--- src/logic/tracker_pkg.sv ---
/*
 * tracker display package
 * pixel, frame-buffer word and raster coordinate types shared by the
 * display path, plus the fixed look-ahead, marker size and marker colors
 */
`default_nettype none

package tracker_pkg;

   ////////////////////////////////////////////////////////////
   // pixel formats
   ////////////////////////////////////////////////////////////

   // camera pixel as stored, 6-6-6 with red on top
   typedef logic [17:0] pixel_t;

   // display pixel, 8-8-8 with red on top
   typedef logic [23:0] rgb_t;

   ////////////////////////////////////////////////////////////
   // frame buffer
   ////////////////////////////////////////////////////////////

   // two pixels per word, even pixel in bits 35:18
   typedef logic [35:0] vram_word_t;

   // line number in the upper 10 bits, word index (h / 2) below it
   typedef logic [18:0] vram_addr_t;

   ////////////////////////////////////////////////////////////
   // raster coordinates
   ////////////////////////////////////////////////////////////

   typedef logic [10:0] hcount_t;
   typedef logic [9:0]  vcount_t;

   // read address runs this many pixels ahead of the raster
   localparam int FETCH_LOOKAHEAD = 4;

   // width of each crosshair bar
   localparam int MARK_THICK = 4;

   // light red and light green crosshairs
   localparam rgb_t RED_MARK   = 24'hFF_30_30;
   localparam rgb_t GREEN_MARK = 24'h30_FF_30;

endpackage

`default_nettype wire

--- src/logic/raster_timing.sv ---
/*
 * raster timing generator
 * pixel and line counters with registered sync pulses and blanking,
 * frame structure set by parameters (XGA by default)
 */
`default_nettype none

module raster_timing import tracker_pkg::*; #(
   parameter int H_ACTIVE     = 1024,
   parameter int H_SYNC_START = 1048,
   parameter int H_SYNC_END   = 1184,
   parameter int H_TOTAL      = 1344,
   parameter int V_ACTIVE     = 768,
   parameter int V_SYNC_START = 777,
   parameter int V_SYNC_END   = 783,
   parameter int V_TOTAL      = 806
) (
   input  wire logic clk,
   input  wire logic rst_n,
   output hcount_t   hcount,
   output vcount_t   vcount,
   output logic      hsync,
   output logic      vsync,
   output logic      blank
);

   // horizontal and vertical blanking kept apart, blank is their OR
   logic    hblank;
   logic    vblank;

   logic    h_end;
   logic    v_end;
   hcount_t next_hcount;
   vcount_t next_vcount;
   logic    next_hblank;
   logic    next_vblank;
   logic    next_hsync;
   logic    next_vsync;

   ////////////////////////////////////////////////////////////
   // next state from the compare points
   ////////////////////////////////////////////////////////////

   always_comb begin
      h_end = (hcount == hcount_t'(H_TOTAL - 1));
      v_end = (vcount == vcount_t'(V_TOTAL - 1));

      next_hcount = h_end ? '0 : hcount + 1'b1;
      // line counter only moves on the last pixel of a line
      next_vcount = h_end ? (v_end ? '0 : vcount + 1'b1) : vcount;

      // each flag is set one pixel before its region and held
      next_hblank = h_end ? 1'b0 :
                    (hcount == hcount_t'(H_ACTIVE - 1)) ? 1'b1 : hblank;
      next_hsync  = (hcount == hcount_t'(H_SYNC_START - 1)) ? 1'b0 :
                    (hcount == hcount_t'(H_SYNC_END - 1))   ? 1'b1 : hsync;

      next_vblank = (h_end && v_end) ? 1'b0 :
                    (h_end && vcount == vcount_t'(V_ACTIVE - 1)) ? 1'b1 : vblank;
      next_vsync  = (h_end && vcount == vcount_t'(V_SYNC_START - 1)) ? 1'b0 :
                    (h_end && vcount == vcount_t'(V_SYNC_END - 1))   ? 1'b1 : vsync;
   end

   // syncs idle high, counters at the top left corner
   always_ff @(posedge clk or negedge rst_n) begin
      if (!rst_n) begin
         hcount <= '0;
         vcount <= '0;
         hblank <= 1'b0;
         vblank <= 1'b0;
         hsync  <= 1'b1;
         vsync  <= 1'b1;
         blank  <= 1'b0;
      end else begin
         hcount <= next_hcount;
         vcount <= next_vcount;
         hblank <= next_hblank;
         vblank <= next_vblank;
         hsync  <= next_hsync;
         vsync  <= next_vsync;
         blank  <= next_hblank | next_vblank;
      end
   end

   // counters never leave the frame
   a_counts_in_frame: assert property (@(posedge clk) disable iff (!rst_n)
      (hcount < hcount_t'(H_TOTAL)) && (vcount < vcount_t'(V_TOTAL)));

endmodule

`default_nettype wire

--- src/logic/frame_fetch.sv ---
/*
 * frame buffer fetch
 * forms the read address ahead of the raster, latches the returning
 * words and splits each into two camera pixels, black outside the window
 */
`default_nettype none

module frame_fetch import tracker_pkg::*; #(
   parameter int H_TOTAL      = 1344,
   parameter int V_TOTAL      = 806,
   parameter int CAM_W        = 720,
   parameter int CAM_H        = 460,
   parameter int READ_LATENCY = 2
) (
   input  wire logic       clk,
   input  wire logic       rst_n,
   input  wire hcount_t    hcount,
   input  wire vcount_t    vcount,
   output vram_addr_t      vram_addr,
   input  wire vram_word_t vram_data,
   output pixel_t          cam_pixel
);

   // word index width below the line field
   localparam int IDX_W = $bits(vram_addr_t) - $bits(vcount_t);
   // the look-ahead wraps to the next line from this pixel on
   localparam int WRAP_H = H_TOTAL - FETCH_LOOKAHEAD;
   // parity of hcount when the wanted word sits on vram_data
   // holds for latencies up to FETCH_LOOKAHEAD - 2
   localparam logic CAPTURE_PARITY = 1'(READ_LATENCY % 2);

   logic       wrap_line;
   hcount_t    fetch_h;
   vcount_t    fetch_v;
   logic       in_window;
   vram_word_t next_word;
   vram_word_t cur_word;

   ////////////////////////////////////////////////////////////
   // look-ahead address
   ////////////////////////////////////////////////////////////

   always_comb begin
      wrap_line = (hcount >= hcount_t'(WRAP_H));
      fetch_h   = wrap_line ? hcount - hcount_t'(WRAP_H)
                            : hcount + hcount_t'(FETCH_LOOKAHEAD);
      // past the last line the fetch goes back to line 0
      if (!wrap_line)
         fetch_v = vcount;
      else if (vcount == vcount_t'(V_TOTAL - 1))
         fetch_v = '0;
      else
         fetch_v = vcount + 1'b1;
   end

   // two pixels share a word, so drop bit 0 of the position
   assign vram_addr = {fetch_v, fetch_h[IDX_W:1]};

   ////////////////////////////////////////////////////////////
   // word latching
   ////////////////////////////////////////////////////////////

   // next_word grabs each new word as it arrives
   // cur_word takes it on the odd pixel just before its even pixel
   always_ff @(posedge clk or negedge rst_n) begin
      if (!rst_n) begin
         next_word <= '0;
         cur_word  <= '0;
      end else begin
         if (hcount[0] == CAPTURE_PARITY)
            next_word <= vram_data;
         if (hcount[0])
            cur_word <= next_word;
      end
   end

   // upper half for even pixels, lower half for odd
   assign in_window = (hcount < hcount_t'(CAM_W)) && (vcount < vcount_t'(CAM_H));
   assign cam_pixel = !in_window ? '0 :
                      hcount[0]  ? cur_word[17:0] : cur_word[35:18];

   // address line field stays inside the frame
   a_addr_line_in_frame: assert property (@(posedge clk) disable iff (!rst_n)
      vram_addr[$bits(vram_addr_t)-1 -: $bits(vcount_t)] < vcount_t'(V_TOTAL));

endmodule

`default_nettype wire

--- src/logic/marker_overlay.sv ---
/*
 * marker overlay
 * button toggles between the green and red tracking view, the selected
 * view's crosshair is drawn over the widened camera pixel
 */
`default_nettype none

module marker_overlay import tracker_pkg::*; #(
   parameter int CAM_W = 720,
   parameter int CAM_H = 460
) (
   input  wire logic    clk,
   input  wire logic    rst_n,
   input  wire logic    select_button,
   input  wire hcount_t hcount,
   input  wire vcount_t vcount,
   input  wire pixel_t  cam_pixel,
   input  wire hcount_t red_x,
   input  wire vcount_t red_y,
   input  wire hcount_t green_x,
   input  wire vcount_t green_y,
   output rgb_t         view_pixel
);

   // 0 = green view, 1 = red view
   logic                  view_red;
   logic                  button_prev;
   logic                  button_rise;

   hcount_t               mark_x;
   vcount_t               mark_y;
   rgb_t                  mark_color;
   // one bit wider so x + MARK_THICK cannot wrap
   logic [$bits(hcount_t):0] mark_x_end;
   logic [$bits(vcount_t):0] mark_y_end;
   logic                  on_vbar;
   logic                  on_hbar;

   ////////////////////////////////////////////////////////////
   // view select
   ////////////////////////////////////////////////////////////

   assign button_rise = select_button & ~button_prev;

   always_ff @(posedge clk or negedge rst_n) begin
      if (!rst_n) begin
         button_prev <= 1'b0;
         view_red    <= 1'b0;
      end else begin
         button_prev <= select_button;
         // a held button toggles only once
         if (button_rise)
            view_red <= ~view_red;
      end
   end

   ////////////////////////////////////////////////////////////
   // crosshair
   ////////////////////////////////////////////////////////////

   always_comb begin
      mark_x     = view_red ? red_x : green_x;
      mark_y     = view_red ? red_y : green_y;
      mark_color = view_red ? RED_MARK : GREEN_MARK;

      mark_x_end = {1'b0, mark_x} + ($bits(hcount_t)+1)'(MARK_THICK);
      mark_y_end = {1'b0, mark_y} + ($bits(vcount_t)+1)'(MARK_THICK);

      // vertical bar spans the camera height
      on_vbar = (hcount >= mark_x) && ({1'b0, hcount} < mark_x_end) &&
                (vcount < vcount_t'(CAM_H));
      // horizontal bar spans the camera width
      on_hbar = (vcount >= mark_y) && ({1'b0, vcount} < mark_y_end) &&
                (hcount < hcount_t'(CAM_W));
   end

   // camera pixel widened by two zero bits per component
   assign view_pixel = (on_vbar || on_hbar) ? mark_color :
                       {cam_pixel[17:12], 2'b00,
                        cam_pixel[11:6],  2'b00,
                        cam_pixel[5:0],   2'b00};

endmodule

`default_nettype wire

--- src/logic/video_out.sv ---
/*
 * video output stage
 * registers pixel, syncs and blank together, splits the pixel into
 * 8-bit color channels and drives blank active low
 */
`default_nettype none

module video_out import tracker_pkg::*; (
   input  wire logic       clk,
   input  wire logic       rst_n,
   input  wire rgb_t       view_pixel,
   input  wire logic       hsync,
   input  wire logic       vsync,
   input  wire logic       blank,
   output logic [7:0]      red,
   output logic [7:0]      green,
   output logic [7:0]      blue,
   output logic            hsync_out,
   output logic            vsync_out,
   output logic            blank_b
);

   // pixel and timing share one stage so they stay aligned
   always_ff @(posedge clk or negedge rst_n) begin
      if (!rst_n) begin
         red       <= '0;
         green     <= '0;
         blue      <= '0;
         hsync_out <= 1'b1;
         vsync_out <= 1'b1;
         blank_b   <= 1'b0;
      end else begin
         red       <= view_pixel[23:16];
         green     <= view_pixel[15:8];
         blue      <= view_pixel[7:0];
         hsync_out <= hsync;
         vsync_out <= vsync;
         blank_b   <= ~blank;
      end
   end

   // sync pulses lie inside blanking, relies on the raster parameters
   a_sync_in_blank: assert property (@(posedge clk) disable iff (!rst_n)
      (!hsync_out || !vsync_out) |-> !blank_b);

endmodule

`default_nettype wire

--- src/logic/tracker_display_top.sv ---
/*
 * hand tracker display path
 * raster timing, frame buffer fetch, crosshair overlay and output stage
 */
`default_nettype none

module tracker_display_top import tracker_pkg::*; #(
   parameter int H_ACTIVE     = 1024,
   parameter int H_SYNC_START = 1048,
   parameter int H_SYNC_END   = 1184,
   parameter int H_TOTAL      = 1344,
   parameter int V_ACTIVE     = 768,
   parameter int V_SYNC_START = 777,
   parameter int V_SYNC_END   = 783,
   parameter int V_TOTAL      = 806,
   parameter int CAM_W        = 720,
   parameter int CAM_H        = 460,
   parameter int READ_LATENCY = 2
) (
   input  wire logic       clk,
   input  wire logic       rst_n,
   input  wire logic       select_button,
   input  wire hcount_t    red_x,
   input  wire vcount_t    red_y,
   input  wire hcount_t    green_x,
   input  wire vcount_t    green_y,
   // external frame buffer read port
   output vram_addr_t      vram_addr,
   input  wire vram_word_t vram_data,
   output logic [7:0]      red,
   output logic [7:0]      green,
   output logic [7:0]      blue,
   output logic            hsync,
   output logic            vsync,
   output logic            blank_b
);

   ////////////////////////////////////////////////////////////
   // raster
   ////////////////////////////////////////////////////////////

   hcount_t hcount;
   vcount_t vcount;
   logic    raster_hsync;
   logic    raster_vsync;
   logic    raster_blank;
   pixel_t  cam_pixel;
   rgb_t    view_pixel;

   raster_timing #(
      .H_ACTIVE     (H_ACTIVE),
      .H_SYNC_START (H_SYNC_START),
      .H_SYNC_END   (H_SYNC_END),
      .H_TOTAL      (H_TOTAL),
      .V_ACTIVE     (V_ACTIVE),
      .V_SYNC_START (V_SYNC_START),
      .V_SYNC_END   (V_SYNC_END),
      .V_TOTAL      (V_TOTAL)
   ) raster_i (
      .clk    (clk),
      .rst_n  (rst_n),
      .hcount (hcount),
      .vcount (vcount),
      .hsync  (raster_hsync),
      .vsync  (raster_vsync),
      .blank  (raster_blank)
   );

   ////////////////////////////////////////////////////////////
   // pixel path
   ////////////////////////////////////////////////////////////

   frame_fetch #(
      .H_TOTAL      (H_TOTAL),
      .V_TOTAL      (V_TOTAL),
      .CAM_W        (CAM_W),
      .CAM_H        (CAM_H),
      .READ_LATENCY (READ_LATENCY)
   ) fetch_i (
      .clk       (clk),
      .rst_n     (rst_n),
      .hcount    (hcount),
      .vcount    (vcount),
      .vram_addr (vram_addr),
      .vram_data (vram_data),
      .cam_pixel (cam_pixel)
   );

   marker_overlay #(
      .CAM_W (CAM_W),
      .CAM_H (CAM_H)
   ) overlay_i (
      .clk           (clk),
      .rst_n         (rst_n),
      .select_button (select_button),
      .hcount        (hcount),
      .vcount        (vcount),
      .cam_pixel     (cam_pixel),
      .red_x         (red_x),
      .red_y         (red_y),
      .green_x       (green_x),
      .green_y       (green_y),
      .view_pixel    (view_pixel)
   );

   // one register stage to the pins
   video_out out_i (
      .clk        (clk),
      .rst_n      (rst_n),
      .view_pixel (view_pixel),
      .hsync      (raster_hsync),
      .vsync      (raster_vsync),
      .blank      (raster_blank),
      .red        (red),
      .green      (green),
      .blue       (blue),
      .hsync_out  (hsync),
      .vsync_out  (vsync),
      .blank_b    (blank_b)
   );

endmodule

`default_nettype wire

--- config.mk ---
export PLATFORM = sky130hd
export DESIGN_NAME = tracker_display_top
export DESIGN_NICKNAME = d
export VERILOG_FILES = /design/src/logic/tracker_pkg.sv /design/src/logic/raster_timing.sv /design/src/logic/frame_fetch.sv /design/src/logic/marker_overlay.sv /design/src/logic/video_out.sv /design/src/logic/tracker_display_top.sv
export SDC_FILE = /design/constraint.sdc
export NUM_CORES = 1
export LEC_CHECK = 0
export BUFFER_PORTS_ARGS = -buffer_cell sky130_fd_sc_hd__clkbuf_2
export CAP_MARGIN = 25
export CORE_AREA = 5 5 116 118
export CTS_CLUSTER_DIAMETER = 80
export DETAILED_ROUTE_END_ITERATION = 16
export DIE_AREA = 0 0 121 123
export PLACE_DENSITY = 0.83
export SETUP_SLACK_MARGIN = 0.05
export SYNTH_ARGS = -nofsm -noshare
export SYNTH_HDL_FRONTEND = slang
export SYNTH_HIERARCHICAL = 1
export SYNTH_SLANG_ARGS = --single-unit
--- constraint.sdc ---
create_clock -name clk -period 8.9 [get_ports clk]
set_input_delay 2.225 -clock clk [delete_from_list [all_inputs] [get_ports clk]]
set_output_delay 2.225 -clock clk [all_outputs]
set_load 0.02 [all_outputs]
==> out/summary.md, run 1 <==
The worst path setup slack after routing was 3.115 ns. The analysis attributes to cell leakage a power of 4.371 nW. The number of flops mapped to enable cells by yosys works out to 0. The area added between synthesis and finish was 18.05%.

Fraction of registers with async set or reset after synthesis: 1.000. The maximum number of pins on one net before global-route repair was 116; the total of flip-flops plus latches after synthesis was 127. The count of buffers inserted at the top-level ports was 126; the via count normalized by instance count was 5.403.

Setup total negative slack on the finished layout was measured at 0 ns. Setup violations remaining at the end of the flow were counted as 0. The run gives 0.182 as the proportion of power drawn by combinational gates. Clock-pin slew was measured on the worst setup and hold paths at 0.05 ns. The estimated wirelength of the detail-placed design was 10820 µm; the top fanout value on the critical path was 15. During I/O placement, the number of pins put on the boundary was 127. The tools report the number of sinks on the clock net as 127. The run gives 0.403 as the sequential share of power. The largest voltage drop on the vdd net was 0.2285 mV; the clock group share of total power was 0.416. CTS placed an instance of sky130_fd_sc_hd__clkbuf_16 at the clock tree root. The maximum count of clock buffers along a single path is 2, and the required time at the endpoint of the critical path is 6.68 ns. The number of buffers inserted by hold repair at cts was 0; the summed instance area of the synthesized netlist was 0.007174 mm². For the area of the core, the log shows 0.01236 mm². The area taken by flip-flops and latches was 0.003188 mm²; the areal power density over the cells was 192.1 mW/mm². CTS built an H-tree with a depth of 4. The die is 123 µm tall. The run gives 0.9097 as the weighted congestion at the end of routability-driven global placement.

The cell row count is 41. For this run, design rule violations remaining after detail routing come to 0. The total overflow left after global routing is 0. The run gives 5 as the first-pass detailed-route iteration total. The run gives 3.574 ns as the worst-case setup slack after placement. Setup repair after global routing left no endpoint under its margin. The global-route wire length before repair was 25640 µm; the worst hold slack was 0.3650 ns. The detailed router finished its first iteration with 355 violations.

The startpoint-to-endpoint class of the critical path is flop to output pin. The final period demand of the worst path is 5.785 ns, and the max-cap violation count is 0. The aggregate global-route resource usage was 0.2166. During synthesis, Yosys emitted a total of 6 warnings. Total power for the finished layout comes to 1.627 mW. The starting density of the core came out at 0.5803. TritonCTS built the clock tree. The final antenna diode count came out at 0. The tools report the kind of capture point of the worst setup path as an output pin. The total count of hold-check failures in the final report was 0; the clock skew was 0.009964 ns. The logs give 0.41 ns for the clock latency reported for the late side of the worst-skew pair and 1.186 mW for the cell-internal power. The die is 121 µm wide.

The number of CTS-inserted buffers was 17. The flow ran to the end, and the final reports show no timing, DRC or antenna violations. The number of antenna violations at the first check in global routing is 0, and the normalized max-slew margin is 0.3615. The final design utilization is 0.6851, and the routed wire length is 15330 µm. Across all layers, the routed design uses 5760 vias. For this run, the leading register cell type out of synthesis is sky130_fd_sc_hd__dfrtp_1.

At the end of the flow, the number of nets in the layout was 1014. STA classifies the critical path startpoint as a flop. The number of buffers added for setup after CTS is 0. The filler cells instantiated in the layout total 964. The tools report the maximum clock frequency as 172.9 MHz. The sequential cell area fraction in the yosys report came out at 0.4437. The quantity of gates resized following cts is 0, and the arrival time of data at the critical path endpoint is 3.56 ns. The power spent charging and discharging nets was 0.4406 mW. The cell count after synthesis came out at 767. The number of antenna-violating nets in the routed design is 0, and the number of global-route vias before repair is 5562.

The share of the cycle needed by the critical path after routing works out to 0.6500. The switching power as a share of total power works out to 0.2708. Summing all multi-input logic gate instances after layout gives 0.003495 mm².

Averaged over all synthesized cells, the footprint is 9.354 µm². Number of slew-limit violations in the final report: 0. The tightest min-delay check is of the flop to flop type. The tools report the area of the die as 0.01488 mm².

Dividing the detail-routed wire length by the instance count gives 14.38 µm. The share of layout cells above drive strength 1 came out at 0.2047. At the pin with the least slew margin, the transition time is 0.9578 ns. The run gives 70 as the unique cell type count in the Yosys netlist.
power groups by stage:
stage | clock network, mW | registers (mW) | logic [mW]
final | 0.676 | 0.655 | 0.296
after global placement | 0 | 0.663 | 0.288
after detailed placement | 0 | 0.666 | 0.298
after global routing | 0.713 | 0.662 | 0.335
after floorplan | 0 | 0.641 | 0.244
after CTS | 0.687 | 0.656 | 0.298
worst max-delay path: stages (launching register included):
cell and delay [ns]:
sky130_fd_sc_hd__dfrtp_1 0.55, sky130_fd_sc_hd__ha_1 0.30, sky130_fd_sc_hd__nand3_2 0.13, sky130_fd_sc_hd__o311ai_2 0.28, sky130_fd_sc_hd__o211ai_2 0.31, sky130_fd_sc_hd__inv_1 0.21, sky130_fd_sc_hd__ha_1 0.29, sky130_fd_sc_hd__a21oi_1 0.19
sky130_fd_sc_hd__o21ai_2 0.10, sky130_fd_sc_hd__mux2_2 0.26, sky130_fd_sc_hd__a311o_1 0.37, sky130_fd_sc_hd__clkbuf_2 0.17
logic make-up after synthesis:
group,after synthesis,share of synthesized area
muxes,30,0.04569
DFF,127,0.4437
buffers and inverters,122,0.07081
and+or+nand+nor,237,0.1704
adders and majority gates,50,0.08720
xor gates and xnor gates,32,0.03907
other,1,0.0005227
AOI/OAI and AO/OA,168,0.1427
through the flow:
step	cell area, µm²	instances
6_report	8469	1066
5_1_grt	8469	1066
4_1_cts	8469	1066
3_5_place_dp	7891	1036
3_3_place_gp	7891	1036
2_1_floorplan	7178	768
worst paths after layout:
check                      slack [ns]                  to  cells after the start               start
hold reg to reg                  0.37     out_i/vsync_out                      0      raster_i/vsync
setup reg to reg                 4.87        out_i/red[2]                     14  overlay_i/view_red
setup / recovery                 3.11        vram_addr[8]                     11  raster_i/hcount[2]
hold / removal                   0.37     out_i/vsync_out                      0      raster_i/vsync
max in group asynchronous        5.70  overlay_i/view_red                      2               rst_n
min in group asynchronous        1.88       out_i/blue[0]                      1               rst_n
cell usage after synthesis (7+ instances only):
master                     count  area, µm²
sky130_fd_sc_hd__ha_1         50      625.6
sky130_fd_sc_hd__xor2_1       12      105.1
sky130_fd_sc_hd__dfrtp_1     123       3078
sky130_fd_sc_hd__xnor2_1      20      175.2
sky130_fd_sc_hd__and2_1        9      56.30
sky130_fd_sc_hd__nor3_1        7      35.03
sky130_fd_sc_hd__o21ai_1      11      55.05
sky130_fd_sc_hd__nand2_1      89      334.1
sky130_fd_sc_hd__inv_1        88      330.3
sky130_fd_sc_hd__mux2i_1      22      220.2
sky130_fd_sc_hd__nor4_1        7      43.79
sky130_fd_sc_hd__nor2_1       25      93.84
sky130_fd_sc_hd__a21oi_1      38      190.2
sky130_fd_sc_hd__o21ai_0      73      365.4
sky130_fd_sc_hd__clkbuf_1     16      60.06
sky130_fd_sc_hd__buf_4         8      60.06
sky130_fd_sc_hd__nor2b_1       9      56.30
sky130_fd_sc_hd__nand4_1      11      68.82
sky130_fd_sc_hd__nand2b_1     37      231.5
sky130_fd_sc_hd__nand3_1      20      100.1
layout make-up:
class,count,share of cell area
clock buffer,20,0.05156
clock inverter,10,0.01669
inverter,88,0.03900
multi-input combinational,519,0.4126
sequential,127,0.3764
tap,172,0.02541
timing repair buffer,130,0.07830
cells in the final DEF, fill, tap and decap left out, drive strengths merged, types with 5 or more instances in the layout:
cell / Yosys / routed
nand2b: 37 / 37
mux2: 7 / 7
dfrtp: 123 / 123
xor2: 12 / 12
mux2i: 23 / 23
nand2: 89 / 89
nand4: 12 / 12
o21ai: 85 / 85
xnor2: 20 / 20
nor2b: 9 / 9
and2: 9 / 9
nand3: 21 / 21
a21oi: 38 / 38
nor2: 25 / 25
ha: 50 / 50
buf: 18 / 5
inv: 88 / 88
clkbuf: 16 / 145
nor4: 9 / 9
clkinv: 0 / 5
nor3: 7 / 7
registers in the layout, summed over array words and instances, names as in the netlist:
signal,count
raster_i/vsync,1
overlay_i/view_red,1
out_i/vsync_out,1
fetch_i/cur_word,36
raster_i/blank,1
raster_i/hcount,11
out_i/hsync_out,1
out_i/red,8
overlay_i/button_prev,1
raster_i/vblank,1
out_i/green,8
out_i/blue,8
raster_i/hblank,1
out_i/blank_b,1
raster_i/hsync,1
fetch_i/next_word,36
raster_i/vcount,10
layer usage:
metal  share of wire  track usage  up-vias
met1            0.43       0.2729     2736
met4           0.019      0.08286        0
met5               0            0        -
met2            0.51       0.3598      153
met3           0.045      0.05718       24
li1                -            -     2847
Note: power is estimated with default switching activity, not from simulation.
==> run 2, diff against run 1 <==
--- a/config.mk
+++ b/config.mk
@@ -7,11 +7,11 @@
 export LEC_CHECK = 0
 export BUFFER_PORTS_ARGS = -buffer_cell sky130_fd_sc_hd__clkbuf_2
 export CAP_MARGIN = 25
-export CORE_AREA = 5 5 116 118
+export CORE_AREA = 5 5 125 127
 export CTS_CLUSTER_DIAMETER = 80
 export DETAILED_ROUTE_END_ITERATION = 16
-export DIE_AREA = 0 0 121 123
-export PLACE_DENSITY = 0.83
+export DIE_AREA = 0 0 130 132
+export PLACE_DENSITY = 0.76
 export SETUP_SLACK_MARGIN = 0.05
 export SYNTH_ARGS = -nofsm -noshare
 export SYNTH_HDL_FRONTEND = slang
==> constraint.sdc (replaced) <==
create_clock -name clk -period 5.3 [get_ports clk]
set_input_delay 1.325 -clock clk [delete_from_list [all_inputs] [get_ports clk]]
set_output_delay 1.325 -clock clk [all_outputs]
set_load 0.02 [all_outputs]
==> out/summary.md, run 2 (synthesized netlist as in run 1, its figures left out) <==
The number of fillers in the final layout is 1285 (+33%). The number of setup violations in the final report is 0 (unchanged). Count of unresolved DRC violations after routing: 0 (unchanged). The run gives 0.7655 mW (+74%) as the power spent charging and discharging nets.

The detail-routed net length per standard cell was 14.26 µm (-0.80%); the cell-internal power was 2.065 mW (+74%). The switching power as a share of total power works out to 0.2704 (-0.0004101). The worst hold path belongs to the class flop to flop. For the estimated wirelength of the detail-placed design, the log shows 11050 µm (+2.1%). The tools report the proportion of power drawn by combinational gates as 0.185 (+0.003). The tools report the final antenna diode count as 0 (unchanged). The critical path goes through ha_1 -> nand3_2 -> o311ai_2 -> o211ai_2 -> inv_1 -> ha_1 -> a21oi_1 -> o21ai_2 -> mux2_2 -> a311o_1 -> clkbuf_2. The worst path setup slack after routing was 0.3521 ns (-2.763 ns); the number of top-level pins was 127 (unchanged). The startpoint-to-endpoint class of the critical path is flop to output pin. The cell type with the highest occurrence count on the critical path was sky130_fd_sc_hd__ha_1.

The total count of hold-check failures in the final report is 0 (unchanged), and the share of the cycle needed by the critical path after routing is 0.9336. The weighted congestion at the end of routability-driven global placement was 0.8874 (-2.5%); the number of cells on the worst hold path was 0 (unchanged). For the first-pass detailed-route iteration total, the log shows 5 (unchanged). For the detailed router's first-iteration violation count, the log shows 345 (-2.8%). The flow ran to the end, and the final reports show no timing, DRC or antenna violations. The summed negative setup slack over all endpoints was 0 ns (unchanged). The tools report the maximum clock frequency as 202.1 MHz. Setup repair after global routing left no endpoint under its margin. Relative to the synthesized area, the layout overhead comes to 19.15%. The nature of the critical path startpoint was a flop. For the global-route wire length before repair, the log shows 26010 µm (+1.5%). The slowest stage of the critical path belongs to the cell sky130_fd_sc_hd__dfrtp_1. The smallest clock period supported by the final layout is computed as 4.948 ns.

The clock skew is 0.008185 ns (-0.001779 ns), and the via count normalized by instance count is 5.200 (-3.8%). For the worst-case setup slack after placement, the log shows 0.8216 ns (-2.753 ns). The residual overflow from global routing was 0 (unchanged); the share of layout cells above drive strength 1 was 0.2094 (+0.004656). The arrival time of data at the critical path endpoint was 3.62 ns (+0.06 ns). The library cells used most frequently in the layout, excluding fill and tap cells, are 125 x sky130_fd_sc_hd__clkbuf_2, 121 x sky130_fd_sc_hd__dfrtp_1, 89 x sky130_fd_sc_hd__nand2_1, 88 x sky130_fd_sc_hd__inv_1, 73 x sky130_fd_sc_hd__o21ai_0.

The die outline width works out to 130 µm (+7.4%). The post-route total power came out at 2.831 mW (+74%). The run gives 0.1863 (-0.03035) as the aggregate global-route resource usage.

The tools report the number of slew-limit violations in the final report as 0 (unchanged). Maximum number of pins on one net before global-route repair: 108 (-6.9%). The kind of capture point of the worst setup path is an output pin.

The tools report the routed wire length as 15430 µm (+0.69%). The stage delay of the slowest cell on the critical path is 0.56 ns (about the same), and the area of the core is 0.01431 mm² (+16%). The die extent in y was 132 µm (+7.3%). For the starting density of the core, the log shows 0.5012 (-0.07908). The sum of buffers and inverters on the critical path came out at 2 (unchanged).

The worst hold slack was 0.3587 ns (-0.006338 ns); the normalized max-slew margin was 0.4113 (+0.04983). The run gives 0 (unchanged) as the max-cap violation count. TritonCTS built the clock tree. The number of cells traversed by the worst register-to-register path is 14 (unchanged), and the sequential share of power is 0.381 (-0.022). The areal power density over the cells works out to 331.2 mW/mm² (+72%).

The library cell used most frequently in the layout, excluding fill and tap cells, is sky130_fd_sc_hd__clkbuf_2. In the final layout, the registers with the most flip-flops are fetch_i/cur_word: 36 flops, fetch_i/next_word: 36 flops, raster_i/hcount: 11 flops. The logs give 0.01716 mm² (+15%) for the area of the die and 4.406 nW (+0.81%) for the static leakage. The quantity of gates resized following cts is 0 (unchanged), and the largest voltage drop on the vdd net is 0.2453 mV (+7.4%).

Number of antenna-violating nets in the routed design: 0 (unchanged). The top fanout value on the critical path came out at 15 (unchanged). The logs give 0.41 ns (about the same) for the clock latency reported for the late side of the worst-skew pair and 0.434 (+0.018) for the clock group share of total power. Broken down by cell family, the worst path's largest delay share belongs to compound AO/OA/AOI/OAI gates. The run gives 44 (+7.3%) as the cell row count.

The critical path depth works out to 11 (unchanged). The count of buffers inserted at the top-level ports was 126 (unchanged); the number of CTS-inserted buffers was 17 (unchanged). The H-tree depth was 4 (unchanged); the number of buffers added for setup after CTS was 0 (unchanged). The run gives 5539 (-0.41%) as the number of global-route vias before repair.

The number of antenna violations at the first check in global routing is 0 (unchanged). The total number of vias came out at 5626 (-2.3%). The tools report the required time at the endpoint of the critical path as 3.97 ns (-2.71 ns).

The transition time at the pin with the least slew margin is 0.8805 ns (-0.07721 ns). The maximum count of clock buffers along a single path was 2 (unchanged). The number of sinks on the clock net is 127 (unchanged), and the net count of the finished layout is 1016 (+0.20%). The clock transition at the registers of the reported paths is 0.06 ns (about the same), and the number of buffers inserted by hold repair at cts is 0 (unchanged). The master cell of the clock root buffer is sky130_fd_sc_hd__clkbuf_16.
## run 2: cell count changes in the layout (fill, tap and decap cells not counted)
| cell | change |
|---|---|
| sky130_fd_sc_hd__bufinv_16 | +1 |
| sky130_fd_sc_hd__clkbuf_1 | -1 |
| sky130_fd_sc_hd__buf_4 | +2 |
| sky130_fd_sc_hd__clkbuf_8 | +1 |
| sky130_fd_sc_hd__inv_6 | +4 |
| sky130_fd_sc_hd__clkinv_4 | -3 |
## run 2: metal layers
metal / up-vias / routed length [µm] / track usage
met4: 0 / 155 / 0.04734
met2: 109 / 7806 / 0.3103
li1: 2859 / - / -
met1: 2642 / 6784 / 0.2422
met3: 16 / 685 / 0.04741
met5: - / 0 / 0
## run 2: path summary, 6_finish.rpt
| kind | from | end | slack, ns |
|---|---|---|---|
| min in group asynchronous | rst_n | out_i/blue[1] | 0.98 |
| worst min-delay path | raster_i/vsync | out_i/vsync_out | 0.36 |
| worst min register to register | raster_i/vsync | out_i/vsync_out | 0.36 |
| worst max register to register | overlay_i/view_red | out_i/red[2] | 1.45 |
| worst max-delay path | raster_i/hcount[2] | vram_addr[8] | 0.35 |
| max in group asynchronous | rst_n | fetch_i/cur_word[19] | 3.35 |
## run 2: layout make-up
type                    instances  area, µm²  share of cell area
flip-flops and latches        127       3188              0.3730
clock inverters                12      180.2             0.02108
multi-input cells             519       3495              0.4088
well taps                     184      230.2             0.02693
inverters                      88      330.3             0.03864
repair buffers                132      678.2             0.07933
clock buffers                  20      446.7             0.05225
## run 2: per-stage QoR
stage | area, µm² | util | cells
floorplan | 7178 | - | 768
global placement | 7921 | 0.5534 | 1050
detailed placement | 7921 | 0.5534 | 1050
CTS | 8548 | 0.5972 | 1082
global route | 8548 | 0.5972 | 1082
finish | 8548 | 0.5972 | 1082
## run 2: power groups by stage
stage               Clock (mW)  Combinational, mW  Sequential [mW]
finish                    1.23              0.523             1.08
global route              1.30              0.597             1.09
CTS                       1.25              0.529             1.08
detailed placement           0              0.527             1.10
global placement             0              0.511             1.10
floorplan                    0              0.409             1.08
